$ cat config.mk
export PLATFORM = sky130hd
export DESIGN_NAME = npu_mfu_flat
export DESIGN_NICKNAME = d
export VERILOG_FILES = /design/src/hdl/npu_cfg_pkg.sv /design/src/hdl/npu_op_pkg.sv /design/src/hdl/npu_stage_if.sv /design/src/hdl/npu_mfu.sv /design/src/flat_wrapper.sv
export SDC_FILE = /design/constraint.sdc
export NUM_CORES = 2
export LEC_CHECK = 0
export ABC_CLOCK_PERIOD_IN_PS = 8800
export BUFFER_PORTS_ARGS = -buffer_cell sky130_fd_sc_hd__buf_4
export CORE_ASPECT_RATIO = 0.5
export CORE_MARGIN = 1
export CORE_UTILIZATION = 25
export DETAILED_ROUTE_END_ITERATION = 7
export HOLD_SLACK_MARGIN = 0.06
export PLACE_DENSITY = 0.39
export SLEW_MARGIN = 15
export SYNTH_ARGS = -nofsm -noshare
export SYNTH_HDL_FRONTEND = slang
export SYNTH_SLANG_ARGS = --single-unit
export TNS_END_PERCENT = 50
$ cat constraint.sdc
create_clock -name clk -period 8.8 [get_ports clk]
set_clock_uncertainty 0.05 [all_clocks]
set_input_delay 0.44 -clock clk [delete_from_list [all_inputs] [get_ports clk]]
set_output_delay 0.44 -clock clk [all_outputs]
set_load 0.02 [all_outputs]
$ cat src/hdl/npu_cfg_pkg.sv
package npu_cfg_pkg;

    // ****************************
    // Datapath widths
    // ****************************
    localparam int IN_W  = 8;   // Input element and weight
    localparam int ACC_W = 24;  // Accumulator and result element

    // Signed input lane and matrix weight
    typedef logic signed [IN_W-1:0] in_elem_t;

    // Signed accumulator lane
    // Also the width of every stage-to-stage lane
    typedef logic signed [ACC_W-1:0] acc_elem_t;

    // ****************************
    // Default sizing
    // ****************************
    localparam int NUM_LANES_DEF   = 4;  // Lanes per vector, also matrix rows and cols
    localparam int IN_DEPTH_DEF    = 4;  // Command FIFO entries
    localparam int OUT_CREDITS_DEF = 4;  // Results the sink can hold

endpackage

$ cat src/hdl/npu_op_pkg.sv
package npu_op_pkg;

    // ****************************
    // MFU operation per stage
    // ****************************
    typedef enum logic [1:0] {
        MFU_PASS = 2'd0,  // Forward unchanged
        MFU_ADD  = 2'd1,  // Add operand lane
        MFU_MUL  = 2'd2   // Multiply by operand lane
    } mfu_op_e;

    // Activation after the operation
    typedef enum logic {
        ACT_NONE = 1'b0,
        ACT_RELU = 1'b1   // Clamp negatives to zero
    } act_e;

endpackage

$ cat src/hdl/npu_stage_if.sv
`timescale 1ns/100ps

// One pipeline beat between stages
// No ready signal since the pipeline never stalls
interface npu_stage_if #(
    parameter int NUM_LANES = npu_cfg_pkg::NUM_LANES_DEF
);
    logic                                  valid;  // Beat taken every cycle it is high
    npu_cfg_pkg::acc_elem_t [NUM_LANES-1:0] data;
    npu_op_pkg::mfu_op_e                   op0;    // For MFU stage 0
    npu_op_pkg::act_e                      act0;
    npu_op_pkg::mfu_op_e                   op1;    // For MFU stage 1
    npu_op_pkg::act_e                      act1;

    // Producing stage
    modport src (output valid, data, op0, act0, op1, act1);

    // Consuming stage
    modport dst (input valid, data, op0, act0, op1, act1);

endinterface

$ cat src/hdl/npu_mfu.sv
`timescale 1ns/100ps

module npu_mfu #(
    parameter int NUM_LANES = npu_cfg_pkg::NUM_LANES_DEF,
    parameter int STAGE     = 0   // 0 uses op0/act0, 1 uses op1/act1
) (
    input  logic                         clk,
    input  logic                         arst_n,
    input  logic                         opd_we,    // Only while pipeline idle
    input  logic [$clog2(NUM_LANES)-1:0] opd_lane,
    input  npu_cfg_pkg::in_elem_t        opd_data,
    npu_stage_if.dst                     vin,
    npu_stage_if.src                     vout
);

    // Operand vector for this stage
    npu_cfg_pkg::in_elem_t opd [NUM_LANES];

    npu_op_pkg::mfu_op_e                    op_sel;
    npu_op_pkg::act_e                       act_sel;
    npu_cfg_pkg::acc_elem_t [NUM_LANES-1:0] alu_res;
    npu_cfg_pkg::acc_elem_t [NUM_LANES-1:0] act_res;

    always_ff @(posedge clk) begin
        if (opd_we) begin
            opd[opd_lane] <= opd_data;
        end
    end

    assign op_sel  = (STAGE == 0) ? vin.op0 : vin.op1;
    assign act_sel = (STAGE == 0) ? vin.act0 : vin.act1;

    // ****************************
    // Lane ALU and activation
    // ****************************
    always_comb begin
        for (int l = 0; l < NUM_LANES; l++) begin
            case (op_sel)
                npu_op_pkg::MFU_ADD:
                    alu_res[l] = $signed(vin.data[l]) + npu_cfg_pkg::acc_elem_t'(opd[l]);
                npu_op_pkg::MFU_MUL:
                    alu_res[l] = $signed(vin.data[l]) * npu_cfg_pkg::acc_elem_t'(opd[l]);
                default:
                    alu_res[l] = vin.data[l];  // PASS
            endcase
            // ReLU on sign bit
            if (act_sel == npu_op_pkg::ACT_RELU && alu_res[l][npu_cfg_pkg::ACC_W-1]) begin
                act_res[l] = '0;
            end else begin
                act_res[l] = alu_res[l];
            end
        end
    end

    // One register per stage
    always_ff @(posedge clk) begin
        vout.data <= act_res;
        vout.op0  <= vin.op0;   // Forward both pairs
        vout.act0 <= vin.act0;
        vout.op1  <= vin.op1;
        vout.act1 <= vin.act1;
    end

    always_ff @(posedge clk or negedge arst_n) begin
        if (!arst_n) begin
            vout.valid <= 1'b0;
        end else begin
            vout.valid <= vin.valid;
        end
    end

endmodule

$ cat src/flat_wrapper.sv
// flat-port wrapper written by rule: the top's interface ports become plain ports
module npu_mfu_flat 
#(
    parameter int NUM_LANES = npu_cfg_pkg::NUM_LANES_DEF,
    parameter int STAGE     = 0                                      
)
  (clk, arst_n, opd_we, opd_lane, opd_data, vin_valid, vin_data, vin_op0, vin_act0, vin_op1, vin_act1, vout_valid, vout_data, vout_op0, vout_act0, vout_op1, vout_act1);
  npu_stage_if #(.NUM_LANES(NUM_LANES)) vin_i ();
  npu_stage_if #(.NUM_LANES(NUM_LANES)) vout_i ();
  input  logic clk;
  input  logic arst_n;
  input  logic opd_we;
  input  logic [$clog2(NUM_LANES)-1:0] opd_lane;
  input  npu_cfg_pkg::in_elem_t opd_data;
  input wire logic [$bits(vin_i.valid)-1:0] vin_valid;
  input wire logic [$bits(vin_i.data)-1:0] vin_data;
  input wire logic [$bits(vin_i.op0)-1:0] vin_op0;
  input wire logic [$bits(vin_i.act0)-1:0] vin_act0;
  input wire logic [$bits(vin_i.op1)-1:0] vin_op1;
  input wire logic [$bits(vin_i.act1)-1:0] vin_act1;
  output wire logic [$bits(vout_i.valid)-1:0] vout_valid;
  output wire logic [$bits(vout_i.data)-1:0] vout_data;
  output wire logic [$bits(vout_i.op0)-1:0] vout_op0;
  output wire logic [$bits(vout_i.act0)-1:0] vout_act0;
  output wire logic [$bits(vout_i.op1)-1:0] vout_op1;
  output wire logic [$bits(vout_i.act1)-1:0] vout_act1;
  assign vin_i.valid = vin_valid;
  assign vin_i.data = vin_data;
  assign vin_i.op0 = vin_op0;
  assign vin_i.act0 = vin_act0;
  assign vin_i.op1 = vin_op1;
  assign vin_i.act1 = vin_act1;
  assign vout_valid = vout_i.valid;
  assign vout_data = vout_i.data;
  assign vout_op0 = vout_i.op0;
  assign vout_act0 = vout_i.act0;
  assign vout_op1 = vout_i.op1;
  assign vout_act1 = vout_i.act1;
  npu_mfu #(.NUM_LANES(NUM_LANES), .STAGE(STAGE)) u_core (.clk(clk), .arst_n(arst_n), .opd_we(opd_we), .opd_lane(opd_lane), .opd_data(opd_data), .vin(vin_i), .vout(vout_i));
endmodule
# --- After elaboration in Yosys (flattened, before gate mapping) ---
# Memory sizes are Yosys's and may differ from the RTL's.
# Index checks and enable logic that the tools add are counted.
totals:
  register_bits: 103
  memories: 1
  output_inout_bits: 103
  mem_bits_rw: 32
memory_table:
  columns: ["name", "words", "word_bits", "read_ports", "rd_clocked_by_memory_dff", "wr", "line_no", "source"]
  rows:
  - ["u_core.opd", 4, 8, 4, 0, 1, "npu_mfu.sv:17", "npu_cfg_pkg::in_elem_t opd [NUM_LANES];"]
op_classes:
  eq_ne: 2
  mul: 4
  reduce_logical: 4
  n_mux: 6
  n_addsub: 4
ops:
  columns: ["cell", "n"]
  rows:
  - ["$pmux 24 s2", 4]
  - ["$add 24x8->24", 4]
  - ["$mul 24x8->24", 4]
  - ["$logic_and 1x1->1", 4]
  - ["$eq 2x1->1 const B", 1]
  - ["$eq 2x2->1 const B", 1]
  - ["$mux 1", 2]

# --- Longest topological paths before layout ---
depth:
  depth_word: 3
  ltp_mapped: 24
  mapped_depth_nobuf: 20

# --- Least setup slack after synthesis ---
# No wires, ideal clock.
synth_path:
  path_type: "reg2reg"
  startpoint: "mem u_core.opd[3][7] in the netlist's numbering"
  endpoint: "reg u_core.vout.data[94]"
  path_stages_with_launch: 22
  period_less_slack_ps: 5826
  t_arrival_ps: 5718
  required_ps: 8692
  slack_ps: 2974
  n_path_buf: 2
  setup_ps: 58
  path_cell_list: "edfxtp_1 > inv_1 > clkbuf_1 > nor2_1 > fa_1 > fa_1 > fa_1 > inv_1 > fa_1 > inv_1 > ha_1 > or3_1 > a211o_1 > a311o_1 > a31oi_1 > o31ai_1 > a21oi_1 > mux2i_1 > a21oi_1 > nor2_1 > buf_2 > o221a_2"
synth_lines:
  columns: ["element", "line_no", "source"]
  rows:
  - ["start, declared", "npu_mfu.sv:17", null]
  - ["end signal, assigned", "npu_mfu.sv:57", "vout.data <= act_res;"]
  - ["end, declared", "npu_stage_if.sv:16", "modport src (output valid, data, op0, act0, op1, act1);"]

==> results.py <==
metrics = {
    "setup_path": {
        "critPathBufInv": 2,
        "crit_path_max_fanout": 21,
        "end_kind": "register",
        "critPathRequiredTime_ps": 9180,
        "worst_ep_arrival_time_ps": 7610,
        "cp_cell_sequence": "ha_1 -> fa_1 -> fa_1 -> fa_1 -> inv_1 -> fa_1 -> inv_1 -> ha_1 -> or3_1 -> a211o_1 -> a311o_1 -> a31oi_1 -> o31ai_1 -> a21oi_1 -> mux2i_1 -> a21oi_1 -> nor2_2 -> o221a_2",
        "slowest_delay_ps": 1040,
        "slowest_stage": "edfxtp_1",
        "cp_common_cell": "fa_1",
        "criticalPathCategory": "register to register",
        "worst-r2r-setup-slack_ps": 1570,
        "crit_family": "adder cells",
        "start_kind": "register",
    },
    "clocking": {
        "cts_sinks": 135,
        "cts_tree": "done",
        "clk_latency_ps": 500,
        "clkTransAtPathRegs_ps": 60,
        "cts_setup_buffers": 0,
        "cts-root-buf": "clkbuf_16",
        "cts_made_buffers": 17,
        "clockBufferDepth": 2,
        "htreeDepth": 4,
    },
    "detailed_routing": {
        "route.detailed.drc": 0,
        "routed_via_density": 4.537,
        "ant_nets": 0,
        "drtIter0Drc": 919,
        "drt-total-wl_mm": 102.8,
        "wl_per_cell_um": 19.68,
        "firstDrtPassIters": 6,
        "via_count": 23700,
    },
    "min_path": {
        "min_path_type": "input port to register",
    },
    "flow_run": {
        "drv_cap": 0,
    },
    "cells_and_area": {
        "fin_area_um2": 34200,
        "final_layout_size_suffix_gt1_share_pct": 8.182,
        "syn_to_final_growth_pct": 13.50,
        "fin_nets": 4507,
        "utilization_pct": 28.81,
    },
    "sta": {
        "setup_slack_ps": 1574,
        "finalSetupViolCount": 0,
        "finalCriticalPeriod_ps": 7226,
        "hold_viol_final": 0,
        "period_share_pct": 82.12,
        "grt_setup_unrepaired": "false",
        "worst_pin_slew_ps": 1183,
        "slew_headroom_pct": 21.12,
        "timing.fmax_mhz": 138.4,
        "fin_setup_tns_ps": 0,
        "slew_viol_final": 0,
    },
    "synth": {
        "synth.most_common_cell": "inv_1",
        "synthArstFlopShare_pct": 0.7407,
        "synth_cell_types": 74,
        "synthFlopType": "dfxtp_1",
        "synthTopCellsByCount": "718 x inv_1, 476 x and2_1, 440 x fa_1",
        "synth_top_area_cell": "fa_1",
        "synth_warnings": 0,
        "synth_edf_count": 32,
        "synthCells": 3454,
        "syn_area_um2": 30130,
        "synthesis.nets": 4344,
        "avgSynthCellArea_um2": 8.724,
        "synth_top_area_share_pct": 29.23,
        "netlist_top_cells_area": "fa_1 29%, ha_1 14%, and2_1 9.9%",
        "ys_seq_area_share_pct": 10.05,
        "synth_seq_cells": 135,
    },
    "floorplanning": {
        "dieArea_um2": 122000,
        "ios": 219,
        "start_util_pct": 25.38,
        "die_y_um": 247.5,
        "coreArea_um2": 118700,
        "die_w_um": 493.0,
        "rows": 89,
    },
    "pwr": {
        "p_leak_nw": 16.69,
        "power_mw": 7.615,
        "power.share.clock_pct": 9.7,
        "pwr-share-seq_pct": 12.2,
        "internal-power_mw": 3.642,
        "switchingPower_mw": 3.973,
        "power_density_nw_per_um2": 222.6,
        "swShare_pct": 52.18,
        "vdd_ir_drop_max_mv": 0.1454,
        "combPwrFrac_pct": 78.2,
    },
    "placement": {
        "dpl_cell_area_um2": 33570,
        "gp_congestion": 0.8423,
        "port_buffers": 218,
        "dp_hpwl_mm": 80.64,
        "preCtsSetupSlack_ps": 1666,
    },
    "grt": {
        "first_global_vias": 25524,
        "antenna_found_initial": 4,
        "overflow": 0,
        "grt_max_degree": 55,
        "track_usage_pct": 17.23,
        "grt_pass1_wl_mm": 158.8,
    },
    "run_status": {
        "status": "completed",
    },
}
==> flip-flops by register name, indices dropped and copies added, names as in the netlist <==
| register | cells |
|---|---|
| u_core.vout.act0 | 1 |
| u_core.vout.op1 | 2 |
| u_core.vout.valid | 1 |
| u_core.opd | 32 |
| u_core.vout.act1 | 1 |
| u_core.vout.op0 | 2 |
| u_core.vout.data | 96 |
==> per-layer routing <==
layer	vias up	wire, um	global-route usage (%)
met5	-	0	0
li1	11338	-	-
met2	285	51150	30.70
met4	0	1217	2.969
met3	51	2142	1.796
met1	12026	48290	22.69
==> path summary, 6_finish.rpt <==
check / start / endpoint / cells past startpoint
worst max-delay path: u_core.opd[3][4] / u_core.vout.data[94] / 18
worst min-delay path: opd_data[6] / u_core.opd[3][6] / 1
worst max register to register: u_core.opd[3][4] / u_core.vout.data[94] / 18
worst min register to register: u_core.opd[2][7] / u_core.vout.data[55] / 4
max in group asynchronous: arst_n / u_core.vout.valid / 2
min in group asynchronous: arst_n / u_core.vout.valid / 2
==> layout make-up <==
cell class,instances,area [um2]
multi-input combinational,2497,24050
clock buffer,21,470.5
clock inverter,11,88.84
tap,1592,1992
inverter,721,2709
sequential,135,3028
timing repair buffer,245,1857
fill,12891,84510
antenna,2,5.005
==> power groups by stage <==
stage               combinational [mW]  clock [mW]  sequential [mW]
floorplan                         4.03           0             1.04
global placement                  5.99           0            0.956
detailed placement                5.97           0            0.954
CTS                               6.03       0.777            0.942
global route                      6.76       0.799            0.942
finish                            5.95       0.737            0.926
==> repair_timing <==
action / 4_1_cts / 5_1_grt
hold buffers: 7 / 0
gates resized for setup: 0 / 0
endpoints found under the hold margin: 7 / 0
==> per-stage QoR <==
step / hold slack [ps] / std cells
4_1_cts: 114.5 / 5222
6_report: 153.7 / 5224
3_5_place_dp: 166.8 / 5183
5_1_grt: 105.6 / 5223
2_1_floorplan: 94.41 / 3454
3_3_place_gp: 165.4 / 5183
==> kinds of logic (layout without fill, tap and decap cells) <==
| family | after synthesis | in the layout | synth area share [%] |
|---|---|---|---|
| DFF | 135 | 135 | 10.05 |
| buffers and inverters | 822 | 998 | 10.26 |
| and+or+nand+nor | 958 | 958 | 17.19 |
| AOI/OAI and AO/OA | 567 | 567 | 13.61 |
| adders and majority gates | 774 | 774 | 43.10 |
| xor gates and xnor gates | 190 | 190 | 5.523 |
| muxes | 8 | 8 | 0.2658 |
| other | 0 | 2 | 0 |
==> layout by cell type, fill, tap and decap left out, types with 8 or more instances in the layout <==
cell,synthesis,layout
a211o_1,11,11
a211oi_1,19,19
a21o_1,50,50
a21oi_1,136,136
a221o_1,19,19
a221oi_1,23,23
a31oi_1,17,17
and2_1,476,476
and3_1,8,8
buf_4,0,238
clkbuf_16,0,17
dfxtp_1,102,102
edfxtp_1,32,32
fa_1,440,440
ha_1,334,332
inv_1,718,716
mux2i_1,8,8
nand2_1,173,173
nand2b_1,27,27
nand3_1,16,16
nand4_1,8,8
nor2_1,141,140
nor2b_1,23,23
nor3_1,37,37
o211a_1,57,57
o211ai_1,11,11
o21a_1,23,23
o21ai_0,78,78
o21bai_1,19,19
o221ai_1,27,27
o31ai_1,13,13
or3_1,16,16
xnor2_1,126,126
xor2_1,64,64
(Power assumes the default switching activity.)
