$ cat config.mk
export PLATFORM = sky130hd
export DESIGN_NAME = npu_issue_flat
export DESIGN_NICKNAME = d
export VERILOG_FILES = /design/src/hdl/npu_cfg_pkg.sv /design/src/hdl/npu_op_pkg.sv /design/src/hdl/npu_stage_if.sv /design/src/hdl/npu_issue.sv /design/src/flat_wrapper.sv
export SDC_FILE = /design/constraint.sdc
export NUM_CORES = 1
export LEC_CHECK = 0
export BUFFER_PORTS_ARGS = -buffer_cell sky130_fd_sc_hd__buf_4
export CAP_MARGIN = 15
export CORE_UTILIZATION = 40
export DETAILED_ROUTE_END_ITERATION = 16
export HOLD_SLACK_MARGIN = 0.12
export PLACE_DENSITY_LB_ADDON = 0.25
export RECOVER_POWER = 100
export SETUP_SLACK_MARGIN = 0.3
export SLEW_MARGIN = 30
export SYNTH_ARGS = -nofsm -noshare
export SYNTH_HDL_FRONTEND = slang
export SYNTH_SLANG_ARGS = --single-unit
$ cat constraint.sdc
create_clock -name clk -period 2.5 [get_ports clk]
set_clock_uncertainty 0.1 [all_clocks]
set_input_delay 0.5 -clock clk [delete_from_list [all_inputs] [get_ports clk]]
set_output_delay 0.5 -clock clk [all_outputs]
set_load 0.02 [all_outputs]
$ cat src/hdl/npu_cfg_pkg.sv
package npu_cfg_pkg;

    // ****************************
    // Datapath widths
    // ****************************
    localparam int IN_W  = 8;   // Input element and weight
    localparam int ACC_W = 24;  // Accumulator and result element

    // Signed input lane and matrix weight
    typedef logic signed [IN_W-1:0] in_elem_t;

    // Signed accumulator lane
    // Also the width of every stage-to-stage lane
    typedef logic signed [ACC_W-1:0] acc_elem_t;

    // ****************************
    // Default sizing
    // ****************************
    localparam int NUM_LANES_DEF   = 4;  // Lanes per vector, also matrix rows and cols
    localparam int IN_DEPTH_DEF    = 4;  // Command FIFO entries
    localparam int OUT_CREDITS_DEF = 4;  // Results the sink can hold

endpackage

$ cat src/hdl/npu_op_pkg.sv
package npu_op_pkg;

    // ****************************
    // MFU operation per stage
    // ****************************
    typedef enum logic [1:0] {
        MFU_PASS = 2'd0,  // Forward unchanged
        MFU_ADD  = 2'd1,  // Add operand lane
        MFU_MUL  = 2'd2   // Multiply by operand lane
    } mfu_op_e;

    // Activation after the operation
    typedef enum logic {
        ACT_NONE = 1'b0,
        ACT_RELU = 1'b1   // Clamp negatives to zero
    } act_e;

endpackage

$ cat src/hdl/npu_stage_if.sv
`timescale 1ns/100ps

// One pipeline beat between stages
// No ready signal since the pipeline never stalls
interface npu_stage_if #(
    parameter int NUM_LANES = npu_cfg_pkg::NUM_LANES_DEF
);
    logic                                  valid;  // Beat taken every cycle it is high
    npu_cfg_pkg::acc_elem_t [NUM_LANES-1:0] data;
    npu_op_pkg::mfu_op_e                   op0;    // For MFU stage 0
    npu_op_pkg::act_e                      act0;
    npu_op_pkg::mfu_op_e                   op1;    // For MFU stage 1
    npu_op_pkg::act_e                      act1;

    // Producing stage
    modport src (output valid, data, op0, act0, op1, act1);

    // Consuming stage
    modport dst (input valid, data, op0, act0, op1, act1);

endinterface

$ cat src/hdl/npu_issue.sv
`timescale 1ns/100ps

module npu_issue #(
    parameter int NUM_LANES   = npu_cfg_pkg::NUM_LANES_DEF,
    parameter int IN_DEPTH    = npu_cfg_pkg::IN_DEPTH_DEF,
    parameter int OUT_CREDITS = npu_cfg_pkg::OUT_CREDITS_DEF
) (
    input  logic                                  clk,
    input  logic                                  arst_n,
    input  logic                                  in_valid,   // Spends one sender credit
    input  npu_cfg_pkg::in_elem_t [NUM_LANES-1:0] in_vec,
    input  npu_op_pkg::mfu_op_e                   in_op0,
    input  npu_op_pkg::act_e                      in_act0,
    input  npu_op_pkg::mfu_op_e                   in_op1,
    input  npu_op_pkg::act_e                      in_act1,
    output logic                                  in_credit,  // One credit back per pop
    input  logic                                  out_credit, // Sink freed one slot
    npu_stage_if.src                              issue
);

    localparam int PTR_W = (IN_DEPTH > 1) ? $clog2(IN_DEPTH) : 1;
    localparam int CNT_W = $clog2(IN_DEPTH + 1);
    localparam int CRD_W = $clog2(OUT_CREDITS + 1);

    typedef logic [PTR_W-1:0] ptr_t;  // FIFO slot index
    typedef logic [CNT_W-1:0] cnt_t;  // FIFO fill level
    typedef logic [CRD_W-1:0] crd_t;  // Output credits held

    // Command storage
    npu_cfg_pkg::in_elem_t [NUM_LANES-1:0] vec_mem [IN_DEPTH];
    npu_op_pkg::mfu_op_e                   op0_mem [IN_DEPTH];
    npu_op_pkg::act_e                      act0_mem [IN_DEPTH];
    npu_op_pkg::mfu_op_e                   op1_mem [IN_DEPTH];
    npu_op_pkg::act_e                      act1_mem [IN_DEPTH];

    ptr_t wr_ptr;
    ptr_t rd_ptr;
    cnt_t fill;
    crd_t credits;
    logic full;
    logic push;
    logic pop;

    // Wrap at IN_DEPTH, depth need not be a power of two
    function automatic ptr_t ptr_inc(input ptr_t p);
        return (p == ptr_t'(IN_DEPTH - 1)) ? '0 : p + 1'b1;
    endfunction

    assign full = (fill == cnt_t'(IN_DEPTH));
    assign push = in_valid && !full;                // Overflow only on sender error
    assign pop  = (fill != '0) && (credits != '0);  // Reserve a sink slot before issue

    // ****************************
    // FIFO write
    // ****************************
    always_ff @(posedge clk) begin
        if (push) begin
            vec_mem[wr_ptr]  <= in_vec;
            op0_mem[wr_ptr]  <= in_op0;
            act0_mem[wr_ptr] <= in_act0;
            op1_mem[wr_ptr]  <= in_op1;
            act1_mem[wr_ptr] <= in_act1;
        end
    end

    // Pointers, fill level and both credit sides
    always_ff @(posedge clk or negedge arst_n) begin
        if (!arst_n) begin
            wr_ptr    <= '0;
            rd_ptr    <= '0;
            fill      <= '0;
            credits   <= crd_t'(OUT_CREDITS);  // Sink starts empty
            in_credit <= 1'b0;
        end else begin
            if (push) begin
                wr_ptr <= ptr_inc(wr_ptr);
            end
            if (pop) begin
                rd_ptr <= ptr_inc(rd_ptr);
            end
            fill      <= fill + cnt_t'(push) - cnt_t'(pop);
            credits   <= credits - crd_t'(pop) + crd_t'(out_credit);
            in_credit <= pop;  // One cycle after the entry leaves
        end
    end

    // ****************************
    // Issue beat, same cycle as pop
    // ****************************
    always_comb begin
        issue.valid = pop;
        for (int l = 0; l < NUM_LANES; l++) begin
            issue.data[l] = npu_cfg_pkg::acc_elem_t'($signed(vec_mem[rd_ptr][l]));  // Sign-extend
        end
        issue.op0  = op0_mem[rd_ptr];
        issue.act0 = act0_mem[rd_ptr];
        issue.op1  = op1_mem[rd_ptr];
        issue.act1 = act1_mem[rd_ptr];
    end

    // Sender keeps within its IN_DEPTH credits
    a_no_push_full: assert property (@(posedge clk) disable iff (!arst_n)
        in_valid |-> !full)
        else $error("in_valid while command FIFO full");

    // Sink never returns more credits than it was given
    a_credit_bound: assert property (@(posedge clk) disable iff (!arst_n)
        credits <= crd_t'(OUT_CREDITS))
        else $error("output credit count above OUT_CREDITS");

endmodule

$ cat src/flat_wrapper.sv
// flat-port wrapper written by rule: the top's interface ports become plain ports
module npu_issue_flat 
#(
    parameter int NUM_LANES   = npu_cfg_pkg::NUM_LANES_DEF,
    parameter int IN_DEPTH    = npu_cfg_pkg::IN_DEPTH_DEF,
    parameter int OUT_CREDITS = npu_cfg_pkg::OUT_CREDITS_DEF
)
  (clk, arst_n, in_valid, in_vec, in_op0, in_act0, in_op1, in_act1, in_credit, out_credit, issue_valid, issue_data, issue_op0, issue_act0, issue_op1, issue_act1);
  npu_stage_if #(.NUM_LANES(NUM_LANES)) issue_i ();
  input  logic clk;
  input  logic arst_n;
  input  logic in_valid;
  input  npu_cfg_pkg::in_elem_t [NUM_LANES-1:0] in_vec;
  input  npu_op_pkg::mfu_op_e in_op0;
  input  npu_op_pkg::act_e in_act0;
  input  npu_op_pkg::mfu_op_e in_op1;
  input  npu_op_pkg::act_e in_act1;
  output logic in_credit;
  input  logic out_credit;
  output wire logic [$bits(issue_i.valid)-1:0] issue_valid;
  output wire logic [$bits(issue_i.data)-1:0] issue_data;
  output wire logic [$bits(issue_i.op0)-1:0] issue_op0;
  output wire logic [$bits(issue_i.act0)-1:0] issue_act0;
  output wire logic [$bits(issue_i.op1)-1:0] issue_op1;
  output wire logic [$bits(issue_i.act1)-1:0] issue_act1;
  assign issue_valid = issue_i.valid;
  assign issue_data = issue_i.data;
  assign issue_op0 = issue_i.op0;
  assign issue_act0 = issue_i.act0;
  assign issue_op1 = issue_i.op1;
  assign issue_act1 = issue_i.act1;
  npu_issue #(.NUM_LANES(NUM_LANES), .IN_DEPTH(IN_DEPTH), .OUT_CREDITS(OUT_CREDITS)) u_core (.clk(clk), .arst_n(arst_n), .in_valid(in_valid), .in_vec(in_vec), .in_op0(in_op0), .in_act0(in_act0), .in_op1(in_op1), .in_act1(in_act1), .in_credit(in_credit), .out_credit(out_credit), .issue(issue_i));
endmodule
* Yosys cells after proc, flatten, opt, wreduce, memory -nomap -nowiden
Memories as Yosys holds them, arrays and structs flattened.
Cells that the tools add are included.
** Storage, ports and cells
- Register bits :: 11
- Output and inout port bits :: 104
- Word-level logic and storage cells :: 28
- Bits in writable memories :: 152
- Memories :: 5
- Input port bits :: 42
** Memory list
- u_core.vec_mem :: depth 4, width 32, read ports 1, clocked after Yosys merged registers in 0, wr ports 1, line npu_issue.sv:30 : npu_cfg_pkg::in_elem_t [NUM_LANES-1:0] vec_mem [IN_DEPTH];
- u_core.op0_mem :: depth 4, width 2, read ports 1, clocked after Yosys merged registers in 0, wr ports 1, line npu_issue.sv:31 : npu_op_pkg::mfu_op_e op0_mem [IN_DEPTH];
- u_core.op1_mem :: depth 4, width 2, read ports 1, clocked after Yosys merged registers in 0, wr ports 1, line npu_issue.sv:33 : npu_op_pkg::mfu_op_e op1_mem [IN_DEPTH];
- u_core.act0_mem :: depth 4, width 1, read ports 1, clocked after Yosys merged registers in 0, wr ports 1, line npu_issue.sv:32 : npu_op_pkg::act_e act0_mem [IN_DEPTH];
- u_core.act1_mem :: depth 4, width 1, read ports 1, clocked after Yosys merged registers in 0, wr ports 1, line npu_issue.sv:34 : npu_op_pkg::act_e act1_mem [IN_DEPTH];
** Operators by class
- Reduce and logical (&&, ||, !) cells :: 5
- Add/subtract/negate cells :: 6
- Equal/unequal tests :: 3
- Multiplexer cells :: 4
** Operator list (count)
- 3-bit by 1-bit adder with 3-bit output :: 2
- 3-bit nonzero test :: 2
- 3-bit by 1-bit subtractor with 3-bit output :: 2
- 2-bit by 1-bit adder with 2-bit output (second input constant) :: 2
- 2-bit equality test (second input constant) :: 2
- 2-bit two-way mux :: 2
- 3-bit equality test (second input constant) :: 1
- 1-bit logical AND :: 2
- 1-bit two-way mux :: 2
- 1-bit logical NOT :: 1

* Depth between registers and ports, before layout
- Word-level depth :: 5
- Mapped depth :: 9
- Depth with buffers taken out :: 8

* Worst setup path before layout
Ideal clock, no wire load.
- Path kind :: input-to-reg
- Start point :: in in_valid
- End point :: mem u_core.act0_mem[3] (netlist bit), enable pin
- Path slack :: 286 ps
- Arrival time :: 1715 ps
- Data required time :: 2001 ps
- Path buffers :: 0
- Cell stages on the path :: 2
- Library setup time :: 399 ps
- Cell sequence :: a21boi_2 > and2_1
** Between the ends
- Cells in the longest elaborated chain, start to end :: 3
** Ends and longest elaborated chain
- from (decl) :: line flat_wrapper.sv:12 : input logic in_valid;
- 1-bit logical AND :: line npu_issue.sv:50 : assign push = in_valid && !full;
- 1-bit two-way mux :: line npu_issue.sv:57 : if (push) begin
- 1-bit two-way mux (not written as such) :: line npu_issue.sv:60 : act0_mem[wr_ptr] <= in_act0;
- to (decl) :: line npu_issue.sv:32
No other way between the ends.

* Final worst setup path
- Start point :: reg u_core.rd_ptr[0]
- End point :: out issue_data[39]
** Between the ends
- Cells in the longest elaborated chain, start to end :: 1
** Ends and longest elaborated chain
- from (decl) :: line npu_issue.sv:37 : ptr_t rd_ptr;
- from (signal assigned) :: line npu_issue.sv:79 : rd_ptr <= ptr_inc(rd_ptr);
- memory read 4 x 32 bit
- to (decl) :: line flat_wrapper.sv:21 : output wire logic [$bits(issue_i.data)-1:0] issue_data;
No other way between the ends.

==> out/results.ini <==
[global_routing]
grt_start_max_net_pins=24
grt_pass1_vias=3293
grt_use_total_pct=15.45
grt_antenna_before_repair=0
grt_pass1_wl_um=18620
overflow=0

[route]
drt_pass1_iterations=4
vias_per_cell=4.882
dr_total_vias=3339
drc_errors=0
drt-total-wl_um=12830
drt-initial-drc-count=179
wire_per_inst_um=18.76
drtAntennaViolNets=0

[worst_setup_path]
arrival_ps=1890
critical_path.max_stage_delay_ps=640
setup.worst_path.start_class=register
critPathRequiredTime_ps=1900
worst_path_max_delay_cell=mux4_1
path_max_fanout=6
path_cells=buf_12 > buf_8 > mux4_1 > buf_4
critical_path_class=register to output pin
cp-end-kind=output pin

[synth]
syn_avg_cell_area_um2=20.85
yosysTopAreaCellShare_pct=69.27
synth_area_leader_cell=edfxtp_1
async_flop_share_pct=6.748
yosysWarnings=0
ys_seq_elements=163
syn_inst=316
synthTopCellsByArea=edfxtp_1 (69%), mux4_2 (13%), buf_4 (7.4%), dfrtp_1 (3.8%), ha_1 (1.3%)
synth_cell_type_count=21
synth_ff_type=edfxtp_1
synthesis.nets=367
yosysMostFrequentCell=edfxtp_1
seq_area_frac_synth_pct=73.47
synth_edf_count=152
synthTopCellsByCount=edfxtp_1 (152), buf_4 (65), mux4_2 (38)
syn-cell-area_mm2=0.006589

[floorplanning]
start_util_pct=41.18
dieArea_mm2=0.01699
core_area_mm2=0.01600
die_y_um=130.3
row_count=46
die_width_um=130.3
io_pins=146

[timing]
maxSlewHeadroom_pct=48.35
tightestPinTransition_ps=767.9
setup_tns_ps=0
clock.fmax_ghz=0.4018
slew_violations=0
setup_viol=0
hold_violations=0
rsz0062_at_grt=true
post-route-period-util_pct=99.55
fin_crit_ps=2489

[cts]
clk_pin_slew_worst_paths_ps=60
cts_tree=yes
cts_root_buf=clkbuf_16
clock-sinks=163
cts_made_buffers=17
clkLatencyLatePin_ps=410
cts.htree.levels=4
clk_path_buf_depth=2

[run]
cap_violations=0

[min_path]
hold_path.class=input pin to register

[placement]
numPortBuffers=145
dp.final_hpwl_um=7296
place_congestion=0.7307

[status]
status=finished clean

[final_layout]
finalNetCount=507
drive_gt1_share_pct=49.79
area_growth_pct=35.25
diodes=0

[power]
ir_drop_uv=774.0
p_total_mw=13.77
power_density_mw_per_mm2=1546
p_leak_nw=3.226

## critical path, delay by kind of cell, from the launching register on
kind	cells	cell delay (ps)
mux	1	640
buf+inv	3	470
flops	1	370
## logic make-up (layout without fill, tap and decap cells)
logic type / count (synthesis) / count (layout) / share of synthesized area, %
adder cells (fa/ha/maj): 9 / 9 / 1.937
multiplexers: 42 / 50 / 13.79
XOR/XNOR: 4 / 4 / 0.5317
AND/OR/NAND/NOR: 14 / 14 / 1.026
AO/OA/AOI/OAI: 3 / 3 / 0.3228
flip-flops: 163 / 163 / 73.47
buffers and inverters: 81 / 225 / 8.925
## stage by stage
| step | instance area (µm²) | util (%) | hold slack [ps] | instances | worst slack, ps |
|---|---|---|---|---|---|
| final | 8911 | 55.69 | 220.7 | 684 | 11.37 |
| after global routing | 8911 | 55.69 | 211.8 | 684 | -56.54 |
| after CTS | 8726 | 54.54 | 168.9 | 664 | -10.08 |
| after floorplan | 6594 | - | 104.4 | 316 | 335.9 |
| after detailed placement | 7571 | 47.32 | 244.1 | 620 | 281.0 |
| after global placement | 7571 | 47.32 | 243.5 | 620 | 354.3 |
## where the power goes
part	internal, mW	total (mW)	switching, mW	leakage [nW]
clock network	1.85	2.81	0.958	0.314
logic	3.61	7.10	3.49	1.40
registers	3.65	3.87	0.221	1.52
## final cells by class
type | count | area (µm²)
multi-input combinational | 80 | 1373
timing repair buffer | 187 | 1754
clock buffer | 18 | 429.2
fill | 1271 | 7089
clock inverter | 13 | 214.0
tap | 216 | 270.3
inverter | 7 | 26.28
sequential | 163 | 4845
## flip-flops by register name, summed over array words and instances, names as in the netlist
| signal | cells |
|---|---|
| u_core.vec_mem | 128 |
| u_core.op0_mem | 8 |
| u_core.op1_mem | 8 |
| u_core.act0_mem | 4 |
| u_core.act1_mem | 4 |
| u_core.credits | 3 |
| u_core.fill | 3 |
| u_core.rd_ptr | 2 |
| u_core.wr_ptr | 2 |
| u_core.in_credit | 1 |
## layout by cell type, fill, tap and decap left out, types with 2 or more instances in the layout
cell type  count
mux4_2        45
bufinv_16      6
nor3_2         2
buf_4         44
edfxtp_1     152
xnor2_1        2
clkinv_1       4
nor2_1         5
clkbuf_16     18
nand2_1        2
buf_12         7
and2_2         4
xnor2_2        2
dfrtp_1        7
buf_6         90
clkbuf_1      41
ha_1           7
inv_1          7
dfrtp_2        3
buf_8          2
clkinv_2       2
buf_16         2
o21ai_1        2
mux2_4         2
## path summary, 6_finish.rpt
check	start	to	slack [ps]	depth (start not counted)
setup / recovery	u_core.rd_ptr[0]	issue_data[39]	10	4
hold / removal	out_credit	u_core.credits[0]	220	2
setup reg to reg	u_core.fill[1]	u_core.fill[2]	160	7
hold reg to reg	u_core.credits[1]	u_core.credits[2]	430	1
max in group asynchronous	arst_n	u_core.rd_ptr[1]	1350	2
min in group asynchronous	arst_n	u_core.credits[0]	510	2
## per-layer routing
metal | vias up | track usage (%) | routed length [µm]
li1 | 1491 | - | -
met1 | 1736 | 19.15 | 5290
met2 | 104 | 25.81 | 6708
met3 | 8 | 5.207 | 738
met4 | 0 | 4.530 | 96
met5 | - | 0 | 0
## repair_timing
item | 4_1_cts | 5_1_grt
setup buffers | 2 | 19
hold buffers | 1 | 0
endpoints found under the hold margin | 11 | 0
pin swaps | 0 | 2
gates resized for setup | 72 | 40
setup endpoints to repair | 105 | 105
gates cloned | 10 | 1
Note: power is estimated with default switching activity, not from simulation.
